`src/common/ooo_isa_pkg.sv`:
```
package ooo_isa_pkg;

    localparam int ARCH_REG_SZ = 8;

    typedef enum logic [2:0] {
        OP_ADD,
        OP_SUB,
        OP_AND,
        OP_OR,
        OP_XOR,
        OP_LI,
        OP_HALT
    } opcode_e;

    typedef enum logic {
        NO_ERROR,
        HALTED
    } exc_e;

    typedef logic [2:0]  arn_t;
    typedef logic [31:0] data_t;
    // zero-extended by the alu
    typedef logic [15:0] imm_t;

endpackage

```
`src/common/ooo_core_pkg.sv`:
```
package ooo_core_pkg;

    import ooo_isa_pkg::*;

    localparam int PHYS_REG_SZ = 16;

    typedef logic [3:0] prn_t;

    // wide enough for the largest buffer of 8 entries
    typedef logic [2:0] robn_t;

    typedef struct packed {
        arn_t arn;
        prn_t prn;
        logic complete;
        logic halt;
    } rob_entry_t;

endpackage

```
`src/common/ooo_ifs.sv`:
```
`timescale 1ns/1ps

// rs to alu, no ready since the alu takes one per cycle
interface issue_if
    import ooo_isa_pkg::*, ooo_core_pkg::*;
();
    logic    valid;
    opcode_e op;
    data_t   opa;
    data_t   opb;
    imm_t    imm;
    prn_t    dest_prn;
    robn_t   robn;

    modport source (output valid, op, opa, opb, imm, dest_prn, robn);
    modport sink (input valid, op, opa, opb, imm, dest_prn, robn);
endinterface

interface cdb_if
    import ooo_isa_pkg::*, ooo_core_pkg::*;
();
    logic  valid;
    prn_t  prn;
    data_t value;
    robn_t robn;

    modport source (output valid, prn, value, robn);
    modport sink (input valid, prn, value, robn);
endinterface

interface retire_if
    import ooo_isa_pkg::*, ooo_core_pkg::*;
();
    logic valid;
    arn_t arn;
    prn_t prn;
    // old mapping of arn, back to the free list
    prn_t free_prn;

    modport source (output valid, arn, prn);
    modport freer (input valid, arn, prn, output free_prn);
    modport target (input valid, free_prn);
endinterface

```
`src/rename/rat.sv`:
```
`timescale 1ns/1ps

module rat
    import ooo_isa_pkg::*, ooo_core_pkg::*;
(
    input  logic      clock,
    input  logic      reset,
    input  logic      rename_en,
    input  arn_t      src1,
    input  arn_t      src2,
    input  arn_t      dest,
    output prn_t      src1_prn,
    output prn_t      src2_prn,
    output prn_t      dest_prn,
    retire_if.target  retire
);

    // speculative mapping
    prn_t map [ARCH_REG_SZ];

    // circular free list, pointers wrap with prn_t
    prn_t free_list [PHYS_REG_SZ];
    prn_t head;
    prn_t tail;

    // sources see the mapping before this cycle's rename
    assign src1_prn = map[src1];
    assign src2_prn = map[src2];
    assign dest_prn = free_list[head];

    always_ff @(posedge clock) begin
        if (reset) begin
            for (int i = 0; i < ARCH_REG_SZ; i++) begin
                map[i] <= prn_t'(i);
            end
            // registers 8..15 start out free
            for (int i = 0; i < PHYS_REG_SZ; i++) begin
                free_list[i] <= prn_t'(i + ARCH_REG_SZ);
            end
            head <= '0;
            tail <= prn_t'(ARCH_REG_SZ);
        end else begin
            if (rename_en) begin
                map[dest] <= free_list[head];
                head      <= head + 1'b1;
            end
            if (retire.valid) begin
                free_list[tail] <= retire.free_prn;
                tail            <= tail + 1'b1;
            end
        end
    end

endmodule

```
`src/rename/rrat.sv`:
```
`timescale 1ns/1ps

module rrat
    import ooo_isa_pkg::*, ooo_core_pkg::*;
(
    input  logic     clock,
    input  logic     reset,
    retire_if.freer  retire
);

    // committed mapping
    prn_t map [ARCH_REG_SZ];

    assign retire.free_prn = map[retire.arn];

    always_ff @(posedge clock) begin
        if (reset) begin
            for (int i = 0; i < ARCH_REG_SZ; i++) begin
                map[i] <= prn_t'(i);
            end
        end else if (retire.valid) begin
            map[retire.arn] <= retire.prn;
        end
    end

endmodule

```
`src/verilog/prf.sv`:
```
`timescale 1ns/1ps

module prf
    import ooo_isa_pkg::*, ooo_core_pkg::*;
(
    input  logic   clock,
    input  logic   reset,
    input  prn_t   rd_prn1,
    input  prn_t   rd_prn2,
    output data_t  rd_val1,
    output data_t  rd_val2,
    output logic   rd_rdy1,
    output logic   rd_rdy2,
    input  logic   alloc_en,
    input  prn_t   alloc_prn,
    cdb_if.sink    cdb,
    input  prn_t   ct_prn,
    output data_t  ct_val
);

    data_t                  values [PHYS_REG_SZ];
    logic [PHYS_REG_SZ-1:0] ready;

    // no bypass here, rs catches same-cycle broadcasts
    assign rd_val1 = values[rd_prn1];
    assign rd_val2 = values[rd_prn2];
    assign rd_rdy1 = ready[rd_prn1];
    assign rd_rdy2 = ready[rd_prn2];
    assign ct_val  = values[ct_prn];

    always_ff @(posedge clock) begin
        if (reset) begin
            for (int i = 0; i < PHYS_REG_SZ; i++) begin
                values[i] <= '0;
                ready[i]  <= (i < ARCH_REG_SZ);
            end
        end else begin
            if (cdb.valid) begin
                values[cdb.prn] <= cdb.value;
                ready[cdb.prn]  <= 1'b1;
            end
            if (alloc_en) begin
                ready[alloc_prn] <= 1'b0;
            end
        end
    end

endmodule

```
`src/verilog/rs.sv`:
```
`timescale 1ns/1ps

module rs
    import ooo_isa_pkg::*, ooo_core_pkg::*;
#(
    parameter int RS_SZ = 4
) (
    input  logic     clock,
    input  logic     reset,
    input  logic     in_en,
    input  opcode_e  in_op,
    input  data_t    in_a,
    input  data_t    in_b,
    input  logic     in_a_rdy,
    input  logic     in_b_rdy,
    input  imm_t     in_imm,
    input  prn_t     in_dest_prn,
    input  robn_t    in_robn,
    output logic     full,
    cdb_if.sink      cdb,
    issue_if.source  issue
);

    localparam int AGE_W = (RS_SZ > 1) ? $clog2(RS_SZ) : 1;

    // operands hold a value once ready, a tag before that
    typedef struct packed {
        opcode_e op;
        data_t   a;
        logic    a_rdy;
        data_t   b;
        logic    b_rdy;
        imm_t    imm;
        prn_t    dest_prn;
        robn_t   robn;
    } slot_t;

    logic [RS_SZ-1:0] valid;
    slot_t            slots [RS_SZ];
    // 0 is oldest, ages stay a permutation of the valid slots
    logic [AGE_W-1:0] age [RS_SZ];

    logic             sel_found;
    logic [AGE_W-1:0] sel_idx;
    logic [AGE_W-1:0] free_idx;
    logic [AGE_W:0]   n_valid;
    logic [AGE_W-1:0] new_age;
    slot_t            in_slot;

    function automatic logic wakes(data_t tag, logic bus_valid, prn_t bus_prn);
        return bus_valid && (tag[$bits(prn_t)-1:0] == bus_prn);
    endfunction

    // oldest ready slot, first free slot
    always_comb begin
        sel_found = 1'b0;
        sel_idx   = '0;
        free_idx  = '0;
        n_valid   = '0;
        for (int i = RS_SZ - 1; i >= 0; i--) begin
            if (valid[i] && slots[i].a_rdy && slots[i].b_rdy &&
                (!sel_found || age[i] < age[sel_idx])) begin
                sel_found = 1'b1;
                sel_idx   = AGE_W'(i);
            end
            if (!valid[i]) begin
                free_idx = AGE_W'(i);
            end
            n_valid = n_valid + 1'b1 * valid[i];
        end
        new_age = AGE_W'(n_valid - sel_found);
    end

    // incoming entry, woken if its producer broadcasts right now
    always_comb begin
        in_slot.op       = in_op;
        in_slot.imm      = in_imm;
        in_slot.dest_prn = in_dest_prn;
        in_slot.robn     = in_robn;
        in_slot.a_rdy    = in_a_rdy || wakes(in_a, cdb.valid, cdb.prn);
        in_slot.a        = (!in_a_rdy && in_slot.a_rdy) ? cdb.value : in_a;
        in_slot.b_rdy    = in_b_rdy || wakes(in_b, cdb.valid, cdb.prn);
        in_slot.b        = (!in_b_rdy && in_slot.b_rdy) ? cdb.value : in_b;
    end

    assign full           = &valid;
    assign issue.valid    = sel_found;
    assign issue.op       = slots[sel_idx].op;
    assign issue.opa      = slots[sel_idx].a;
    assign issue.opb      = slots[sel_idx].b;
    assign issue.imm      = slots[sel_idx].imm;
    assign issue.dest_prn = slots[sel_idx].dest_prn;
    assign issue.robn     = slots[sel_idx].robn;

    always_ff @(posedge clock) begin
        if (reset) begin
            valid <= '0;
        end else begin
            if (sel_found) begin
                valid[sel_idx] <= 1'b0;
            end
            if (in_en) begin
                valid[free_idx] <= 1'b1;
            end
        end
    end

    always_ff @(posedge clock) begin
        for (int i = 0; i < RS_SZ; i++) begin
            if (valid[i]) begin
                if (!slots[i].a_rdy && wakes(slots[i].a, cdb.valid, cdb.prn)) begin
                    slots[i].a     <= cdb.value;
                    slots[i].a_rdy <= 1'b1;
                end
                if (!slots[i].b_rdy && wakes(slots[i].b, cdb.valid, cdb.prn)) begin
                    slots[i].b     <= cdb.value;
                    slots[i].b_rdy <= 1'b1;
                end
                // close the gap left by the issued slot
                if (sel_found && age[i] > age[sel_idx]) begin
                    age[i] <= age[i] - 1'b1;
                end
            end
        end
        if (in_en) begin
            slots[free_idx] <= in_slot;
            age[free_idx]   <= new_age;
        end
    end

endmodule

```
`src/verilog/alu_fu.sv`:
```
`timescale 1ns/1ps

module alu_fu
    import ooo_isa_pkg::*;
(
    input  logic    clock,
    input  logic    reset,
    issue_if.sink   issue,
    cdb_if.source   cdb
);

    data_t result;

    always_comb begin
        case (issue.op)
            OP_ADD:  result = issue.opa + issue.opb;
            OP_SUB:  result = issue.opa - issue.opb;
            OP_AND:  result = issue.opa & issue.opb;
            OP_OR:   result = issue.opa | issue.opb;
            OP_XOR:  result = issue.opa ^ issue.opb;
            OP_LI:   result = data_t'(issue.imm);
            default: result = '0;
        endcase
    end

    always_ff @(posedge clock) begin
        if (reset) begin
            cdb.valid <= 1'b0;
        end else begin
            cdb.valid <= issue.valid;
        end
    end

    // broadcast payload
    always_ff @(posedge clock) begin
        cdb.value <= result;
        cdb.prn   <= issue.dest_prn;
        cdb.robn  <= issue.robn;
    end

endmodule

```
`src/verilog/rob.sv`:
```
`timescale 1ns/1ps

module rob
    import ooo_isa_pkg::*, ooo_core_pkg::*;
#(
    parameter int ROB_SZ = 8
) (
    input  logic     clock,
    input  logic     reset,
    input  logic     disp_en,
    input  arn_t     disp_arn,
    input  prn_t     disp_prn,
    input  logic     disp_halt,
    output robn_t    tail,
    output logic     full,
    cdb_if.sink      cdb,
    retire_if.source retire,
    output logic     ct_halt
);

    localparam int CNT_W = $clog2(ROB_SZ + 1);

    rob_entry_t       entries [ROB_SZ];
    robn_t            head;
    logic [CNT_W-1:0] count;
    exc_e             status;
    logic             commit;

    function automatic robn_t next_ptr(robn_t p);
        return (p == robn_t'(ROB_SZ - 1)) ? '0 : p + 1'b1;
    endfunction

    // nothing commits once the halt is gone
    assign commit = (count != '0) && entries[head].complete && (status == NO_ERROR);
    assign full   = (count == CNT_W'(ROB_SZ));

    assign retire.valid = commit && !entries[head].halt;
    assign retire.arn   = entries[head].arn;
    assign retire.prn   = entries[head].prn;
    assign ct_halt      = commit && entries[head].halt;

    always_ff @(posedge clock) begin
        if (reset) begin
            head   <= '0;
            tail   <= '0;
            count  <= '0;
            status <= NO_ERROR;
        end else begin
            if (disp_en) begin
                tail <= next_ptr(tail);
            end
            if (commit) begin
                head <= next_ptr(head);
                if (entries[head].halt) begin
                    status <= HALTED;
                end
            end
            count <= count + CNT_W'(disp_en) - CNT_W'(commit);
        end
    end

    always_ff @(posedge clock) begin
        if (cdb.valid) begin
            entries[cdb.robn].complete <= 1'b1;
        end
        // halt never executes, so it is complete from the start
        if (disp_en) begin
            entries[tail] <= '{arn: disp_arn, prn: disp_prn,
                               complete: disp_halt, halt: disp_halt};
        end
    end

endmodule

```
`src/verilog/ooo.sv`:
```
`timescale 1ns/1ps

module ooo
    import ooo_isa_pkg::*, ooo_core_pkg::*;
#(
    parameter int ROB_SZ = 8,
    parameter int RS_SZ  = 4
) (
    input  logic    clock,
    input  logic    reset,
    input  logic    in_valid,
    input  opcode_e in_op,
    input  arn_t    in_dest,
    input  arn_t    in_src1,
    input  arn_t    in_src2,
    input  imm_t    in_imm,
    output logic    stall,
    output logic    ct_valid,
    output arn_t    ct_arn,
    output data_t   ct_value,
    output logic    ct_halt
);

    issue_if  issue_bus ();
    cdb_if    cdb_bus ();
    retire_if retire_bus ();

    logic  accept;
    logic  is_halt;
    logic  is_li;
    logic  rename_en;
    prn_t  src1_prn;
    prn_t  src2_prn;
    prn_t  dest_prn;
    data_t rd_val1;
    data_t rd_val2;
    logic  rd_rdy1;
    logic  rd_rdy2;
    data_t opa_in;
    data_t opb_in;
    logic  rs_full;
    logic  rob_full;
    robn_t rob_tail;

    assign stall     = rs_full || rob_full;
    assign accept    = in_valid && !stall;
    assign is_halt   = (in_op == OP_HALT);
    assign is_li     = (in_op == OP_LI);
    // halt takes no register and skips the rs
    assign rename_en = accept && !is_halt;

    // ready operand carries its value, otherwise the producer tag
    assign opa_in = rd_rdy1 ? rd_val1 : data_t'(src1_prn);
    assign opb_in = rd_rdy2 ? rd_val2 : data_t'(src2_prn);

    rat rat_inst (
        .clock     (clock),
        .reset     (reset),
        .rename_en (rename_en),
        .src1      (in_src1),
        .src2      (in_src2),
        .dest      (in_dest),
        .src1_prn  (src1_prn),
        .src2_prn  (src2_prn),
        .dest_prn  (dest_prn),
        .retire    (retire_bus)
    );

    rrat rrat_inst (
        .clock  (clock),
        .reset  (reset),
        .retire (retire_bus)
    );

    prf prf_inst (
        .clock     (clock),
        .reset     (reset),
        .rd_prn1   (src1_prn),
        .rd_prn2   (src2_prn),
        .rd_val1   (rd_val1),
        .rd_val2   (rd_val2),
        .rd_rdy1   (rd_rdy1),
        .rd_rdy2   (rd_rdy2),
        .alloc_en  (rename_en),
        .alloc_prn (dest_prn),
        .cdb       (cdb_bus),
        .ct_prn    (retire_bus.prn),
        .ct_val    (ct_value)
    );

    // load-immediate reads no register
    rs #(
        .RS_SZ (RS_SZ)
    ) rs_inst (
        .clock       (clock),
        .reset       (reset),
        .in_en       (rename_en),
        .in_op       (in_op),
        .in_a        (opa_in),
        .in_b        (opb_in),
        .in_a_rdy    (rd_rdy1 || is_li),
        .in_b_rdy    (rd_rdy2 || is_li),
        .in_imm      (in_imm),
        .in_dest_prn (dest_prn),
        .in_robn     (rob_tail),
        .full        (rs_full),
        .cdb         (cdb_bus),
        .issue       (issue_bus)
    );

    alu_fu alu_inst (
        .clock (clock),
        .reset (reset),
        .issue (issue_bus),
        .cdb   (cdb_bus)
    );

    rob #(
        .ROB_SZ (ROB_SZ)
    ) rob_inst (
        .clock     (clock),
        .reset     (reset),
        .disp_en   (accept),
        .disp_arn  (in_dest),
        .disp_prn  (dest_prn),
        .disp_halt (is_halt),
        .tail      (rob_tail),
        .full      (rob_full),
        .cdb       (cdb_bus),
        .retire    (retire_bus),
        .ct_halt   (ct_halt)
    );

    assign ct_valid = retire_bus.valid || ct_halt;
    assign ct_arn   = retire_bus.arn;

endmodule

```
`config.mk`:
```
export PLATFORM = sky130hd
export DESIGN_NAME = ooo
export DESIGN_NICKNAME = d
export VERILOG_FILES = /design/src/common/ooo_isa_pkg.sv /design/src/common/ooo_core_pkg.sv /design/src/common/ooo_ifs.sv /design/src/rename/rat.sv /design/src/rename/rrat.sv /design/src/verilog/prf.sv /design/src/verilog/rs.sv /design/src/verilog/alu_fu.sv /design/src/verilog/rob.sv /design/src/verilog/ooo.sv
export SDC_FILE = /design/constraint.sdc
export NUM_CORES = 2
export LEC_CHECK = 0
export BUFFER_PORTS_ARGS = -buffer_cell sky130_fd_sc_hd__buf_2
export CORE_ASPECT_RATIO = 1.5
export CORE_MARGIN = 2
export CORE_UTILIZATION = 55
export CTS_BUF_LIST = sky130_fd_sc_hd__clkbuf_4 sky130_fd_sc_hd__clkbuf_8
export DETAILED_ROUTE_END_ITERATION = 10
export GPL_TIMING_DRIVEN = 0
export PLACE_DENSITY = 0.8
export SYNTH_ARGS = -nofsm -noshare
export SYNTH_HDL_FRONTEND = slang
export SYNTH_SLANG_ARGS = --single-unit
```
`constraint.sdc`:
```
create_clock -name clock -period 27.5 [get_ports clock]
set_input_delay 8.25 -clock clock [delete_from_list [all_inputs] [get_ports clock]]
set_output_delay 8.25 -clock clock [all_outputs]
set_load 0.02 [all_outputs]
```
# Yosys cells after proc, flatten, opt, wreduce, memory -nomap -nowiden

Memory sizes are Yosys's and may differ from the RTL's. A register that Yosys moved wholly into a read port is not among the register bits.
Index checks and enable logic that the tools add are counted.

Equal/unequal tests: 20
Shift operators: 0
Divide/modulo/power cells: 0
Add/subtract/negate cells: 16
Reductions and logical operators: 78
Bitwise gates (word level): 10
Muxes and demuxes: 104
Order comparisons: 17
Multipliers: 0

Operators with widths:

| cell                | number |
|---|---|
| $pmux 32 s6         | 1 |
| $mux 32             | 5 |
| $mux 1              | 65 |
| $mux 16             | 3 |
| $logic_and 1x1->1   | 45 |
| $eq 4x4->1          | 10 |
| $mux 4              | 10 |
| $add 32x32->32      | 1 |
| $and 32x32->32      | 1 |
| $or 32x32->32       | 1 |
| $reduce_or 32->1    | 1 |
| $sub 32x32->32      | 1 |
| $xor 32x32->32      | 1 |
| $lt 4x5->1 const B  | 4 |
| $eq 3x3->1 const B  | 6 |
| $mux 3              | 6 |
| $and 16x16->16      | 1 |
| $logic_not 1->1     | 16 |
| $mux 2              | 8 |
| $not 16->16         | 1 |
| $or 16x16->16       | 1 |
| $reduce_or 4->1     | 3 |
| $logic_or 1x1->1    | 9 |
| $add 4x1->4 const B | 2 |
| 26 further kinds    | 43 |

Memory bits (read-only): 0
Flip-flop bits (word level): 79
Bits in latches: 0
Memories kept: 7
Output and inout bits: 38
Bits in writable memories: 1,088

Memory list:

| memory             | depth | bits a word | read ports | clocked after memory_dff | wr ports | line       | RTL |
|---|---|---|---|---|---|---|---|
| prf_inst.values    | 16    | 32          | 3          | 0                        | 16       | prf.sv:21  | `data_t values [PHYS_REG_SZ];` |
| rs_inst.slots      | 4     | 92          | 5          | 0                        | 5        | rs.sv:39   | `slot_t slots [RS_SZ];` |
| rob_inst.entries   | 8     | 9           | 1          | 1                        | 2        | rob.sv:23  | `rob_entry_t entries [ROB_SZ];` |
| rat_inst.free_list | 16    | 4           | 1          | 1                        | 16       | rat.sv:22  | `prn_t free_list [PHYS_REG_SZ];` |
| rat_inst.map       | 8     | 4           | 2          | 0                        | 8        | rat.sv:19  | `prn_t map [ARCH_REG_SZ];` |
| rrat_inst.map      | 8     | 4           | 1          | 0                        | 8        | rrat.sv:12 | `prn_t map [ARCH_REG_SZ];` |
| +1 memories        | n/a   | n/a         | n/a        | n/a                      | n/a      | n/a        |  |

# Logic depth before layout (Yosys ltp)

An unclocked memory read counts as a cell.

Depth in word-level cells: 29
Depth in mapped cells: 46
Mapped depth without buffers: 39

# Modules after synthesis

Synthesis repeated with hierarchy kept, for this count alone.

Cells, all modules: 4,687
Area total of the unflattened synthesis: 64,983.6 sq um

Modules (own cells, without submodules):

| module | cells an instance | area an instance (sq um) | times used |
|---|---|---|---|
| prf    | 2,037             | 31,152.4                 | 1 |
| rs     | 1,199             | 17,682.0                 | 1 |
| rat    | 378               | 5,351.4                  | 1 |
| alu_fu | 660               | 5,063.6                  | 1 |
| rob    | 219               | 3,580.9                  | 1 |
| rrat   | 116               | 1,607.8                  | 1 |
| ooo    | 78                | 545.5                    | 1 |

# Least setup slack after synthesis

No wires, ideal clock.

Kind: input to register
From: input port in_src1[0]
To: memory rs_inst.slots[0][59] (netlist bit) (data pin)
Data required time: 27.238 ns
Data arrival time: 11.881 ns
Setup slack: 15.357 ns
Stages: 15
Path buffers: 4
Cell sequence: buf_6 mux4_2 mux2i_2 buf_6 mux4_2 mux2i_2 nor2_1 o21a_1 a211oi_2 xnor2_1 nor4b_2 buf_2 nand2b_1 buf_4 mux2_1

RTL lines:

| element         | line      | RTL |
|---|---|---|
| start, declared | ooo.sv:14 | `input arn_t in_src1,` |
| end, declared   | rs.sv:39  |  |

==> results.sh <==
export IMPL_status="finished, violations left"
export IMPL_violations="max-capacitance violations, max-slew violations"
export IMPL_floorplan_die_width_um=288
export IMPL_maxSlewViolCount=21
export IMPL_clk_latency_ns=0.97
export IMPL_via_count=59800
export IMPL_gp_congestion=1.08
export IMPL_relSlewSlack_pct=-6.51
export IMPL_end_kind="output port"
export IMPL_synth_cells=6474
export IMPL_drtIter0Drc=9467
export IMPL_io_pins=69
export IMPL_layout_min_cycle_time_ns=15.17
export IMPL_layout_nets=6936
export IMPL_crit_type="reg -> out"
export IMPL_port_buffers=61
export IMPL_post_cts_buffers=0
export IMPL_clk_path_buf_depth=3
export IMPL_drcViolationCount=0
export IMPL_grt_overflow_total=0
export IMPL_power_uw=6720
export IMPL_die_h_um=430
export IMPL_synth_area_leader_cell="edfxtp_1"
export IMPL_rsz0062_at_grt="no"
export IMPL_async_flop_share_pct=0
export IMPL_post_route_cell_area_um2=73700
export IMPL_clock_skew_ns=0.0604
export IMPL_use_met2_pct=68.0
export IMPL_fin_crit_sh_pct=55.2
export IMPL_clock_fmax_ghz=0.0659
export IMPL_worst_setup_path_start_kind="flip-flop"
export IMPL_area_growth_pct=10.8
export IMPL_gr_usage_met1_pct=49.8
export IMPL_synth_ff_type="edfxtp_1"
export IMPL_first_pass_iters=10
export IMPL_final_setup_worst_slack_ns=12.33
export IMPL_grt_pass1_vias=56900
export IMPL_synth_edf_count=1079
export IMPL_yosysWarnings=0
export IMPL_grtUsageMet3_pct=12.0
export IMPL_grt_start_max_net_pins=33
export IMPL_dpl_cell_area_um2=69900
export IMPL_antenna_left=0
export IMPL_initial_core_util_pct=55.4
export IMPL_cts_tree="done"
export IMPL_num_rows=156
export IMPL_synth_seq_area_share_pct=51.5
export IMPL_htreeDepth=4
export IMPL_clock_sinks=1174
export IMPL_hp_class="reg -> reg"
export IMPL_setup_viol=0
export IMPL_grt_total_usage_pct=44.4
export IMPL_drt_total_wl_um=278000
export IMPL_powerDensity_nw_per_um2=91.2
export IMPL_synth_fp_nets=6632
export IMPL_cellLeakagePower_uw=0.0262
export IMPL_maxCapViolCount=5
export IMPL_worst_pin_slew_ns=1.59
export IMPL_ys_ff_latch=1174
export IMPL_globalRoute_busiestLayer="met2"
export IMPL_synth_distinct_cells=89
export IMPL_core_um2=120000
export IMPL_syn_cell_area_um2=66600
export IMPL_pre_cts_ws_ns=13.29
export IMPL_synth_top_area_share_pct=48.7
export IMPL_viasPerCell=7.02
export IMPL_syn_avg_cell_area_um2=10.3
export IMPL_n_fill_cell=9942
export IMPL_antenna_found_initial=10
export IMPL_fp_dieArea_um2=124000
export IMPL_drive_above_1_share_pct=9.48
export IMPL_hold_viol=0
export IMPL_tns_ns=0
export IMPL_yosys_top_cells_area="edfxtp_1, nand2_1, and2_1"
export IMPL_numCtsBuffers=175
export IMPL_cts_repair_resized=0
export IMPL_ir_worst_vdd_mv=0.0812
export IMPL_cts_root_buffer="clkbuf_8"
export IMPL_hpwl_um=206000
export IMPL_synth_commonest_cells="nand2_1, edfxtp_1, and2_1"
export IMPL_arrival_ns=6.92
export IMPL_required_ns=19.25
export IMPL_wl_per_cell_um=32.6
export IMPL_synth_most_common_cell="nand2_1"
export IMPL_postCtsHoldBufs=0
export IMPL_crit_path_max_fanout=10
export IMPL_grt_pass1_wl_um=392000
export IMPL_clk_pin_slew_ns=0.08
-- logic make-up after synthesis --
family	synth area share, %
adder cells (fa/ha/maj)	2.42
multiplexers	6.64
buffers and inverters	4.22
XOR/XNOR	1.36
AO/OA/AOI/OAI	14.4
AND/OR/NAND/NOR	19.4
flip-flops	51.5
-- area by class of cell --
cell class              count  area (um^2)  share of cell area, %
flip-flops and latches   1174        34300                   46.5
multi-input cells        4588        29800                   40.5
clock buffers             231         2880                   3.90
plain buffers             590         2350                   3.19
well taps                1580         1980                   2.68
repair buffers            127         1100                   1.49
clock inverters            90          820                   1.11
inverters                 122          458                  0.621
diodes                     10         25.0                 0.0339
-- metal layers --
metal / share of wire [%] / wire length (um)
met1: 31 / 87300
met2: 44 / 124000
met3: 12 / 32500
met4: 12 / 34300
met5: 0.038 / 106
-- stage by stage --
| step | util (%) | cells | hold WS (ns) |
|---|---|---|---|
| after floorplan | - | 6474 | 0.416 |
| after global placement | 57.3 | 8115 | 0.426 |
| after detailed placement | 58.1 | 8175 | 0.426 |
| after CTS | 61.2 | 8496 | 0.448 |
| after global routing | 61.3 | 8505 | 0.474 |
| final | 61.3 | 8512 | 0.443 |
-- registers in the layout, indices dropped and copies added (netlist names), named ones only --
name                count
alu_inst.cdb.prn        4
alu_inst.cdb.robn       3
alu_inst.cdb.valid      1
alu_inst.cdb.value     32
prf_inst.ready         16
prf_inst.values       512
rat_inst.free_list     64
rat_inst.head           4
rat_inst.map           32
rat_inst.tail           4
rob_inst.count          4
rob_inst.entries       72
rob_inst.head           3
rob_inst.status         1
rob_inst.tail           3
rrat_inst.map          32
rs_inst.age             8
rs_inst.slots         368
rs_inst.valid           4
-- placed cells by master (no fill, tap or decap), drive strengths merged, types with 105 or more instances in the layout --
cell | Yosys | final
nand3 | 293 | 293
nand2 | 1376 | 1376
inv | 122 | 134
buf | 89 | 215
nor3 | 105 | 105
a21oi | 194 | 194
mux2i | 181 | 181
clkbuf | 501 | 732
ha | 124 | 124
and3 | 132 | 132
edfxtp | 1079 | 1079
a311oi | 214 | 214
and2 | 539 | 539
o2bb2ai | 224 | 224
a211oi | 136 | 136
a31oi | 105 | 105
nor2 | 217 | 217
-- report_power, final --
part / internal, uW / switching [uW] / leakage (uW) / total [uW]
logic: 881 / 1980 / 0.0131 / 2860
registers: 2150 / 160 / 0.0112 / 2310
clock network: 793 / 764 / 0.00195 / 1560
-- worst max-delay path, cell delays in order (launching register included) --
cell and delay, ns:
dfxtp_1 0.30, clkbuf_1 0.57, mux4_2 0.58, mux2i_1 0.91, clkbuf_1 1.15, clkbuf_1 0.68
clkbuf_1 0.73, a31oi_1 0.18, a211oi_1 0.36, a21oi_1 0.19, buf_2 0.27
-- final timing paths --
kind | startpoint | cells past startpoint | slack [ns] | to
worst min register to register | rs_inst.slots[1][1] | 2 | 0.44 | alu_inst.cdb.robn[1]
worst max register to register | rs_inst.valid[3] | 42 | 12.42 | alu_inst.cdb.value[31]
worst max-delay path | flip-flop | 10 | 12.33 | ct_value[29]
worst min-delay path | rs_inst.slots[1][1] | 2 | 0.44 | alu_inst.cdb.robn[1]
No activity file was read; power rests on OpenSTA's default activity.
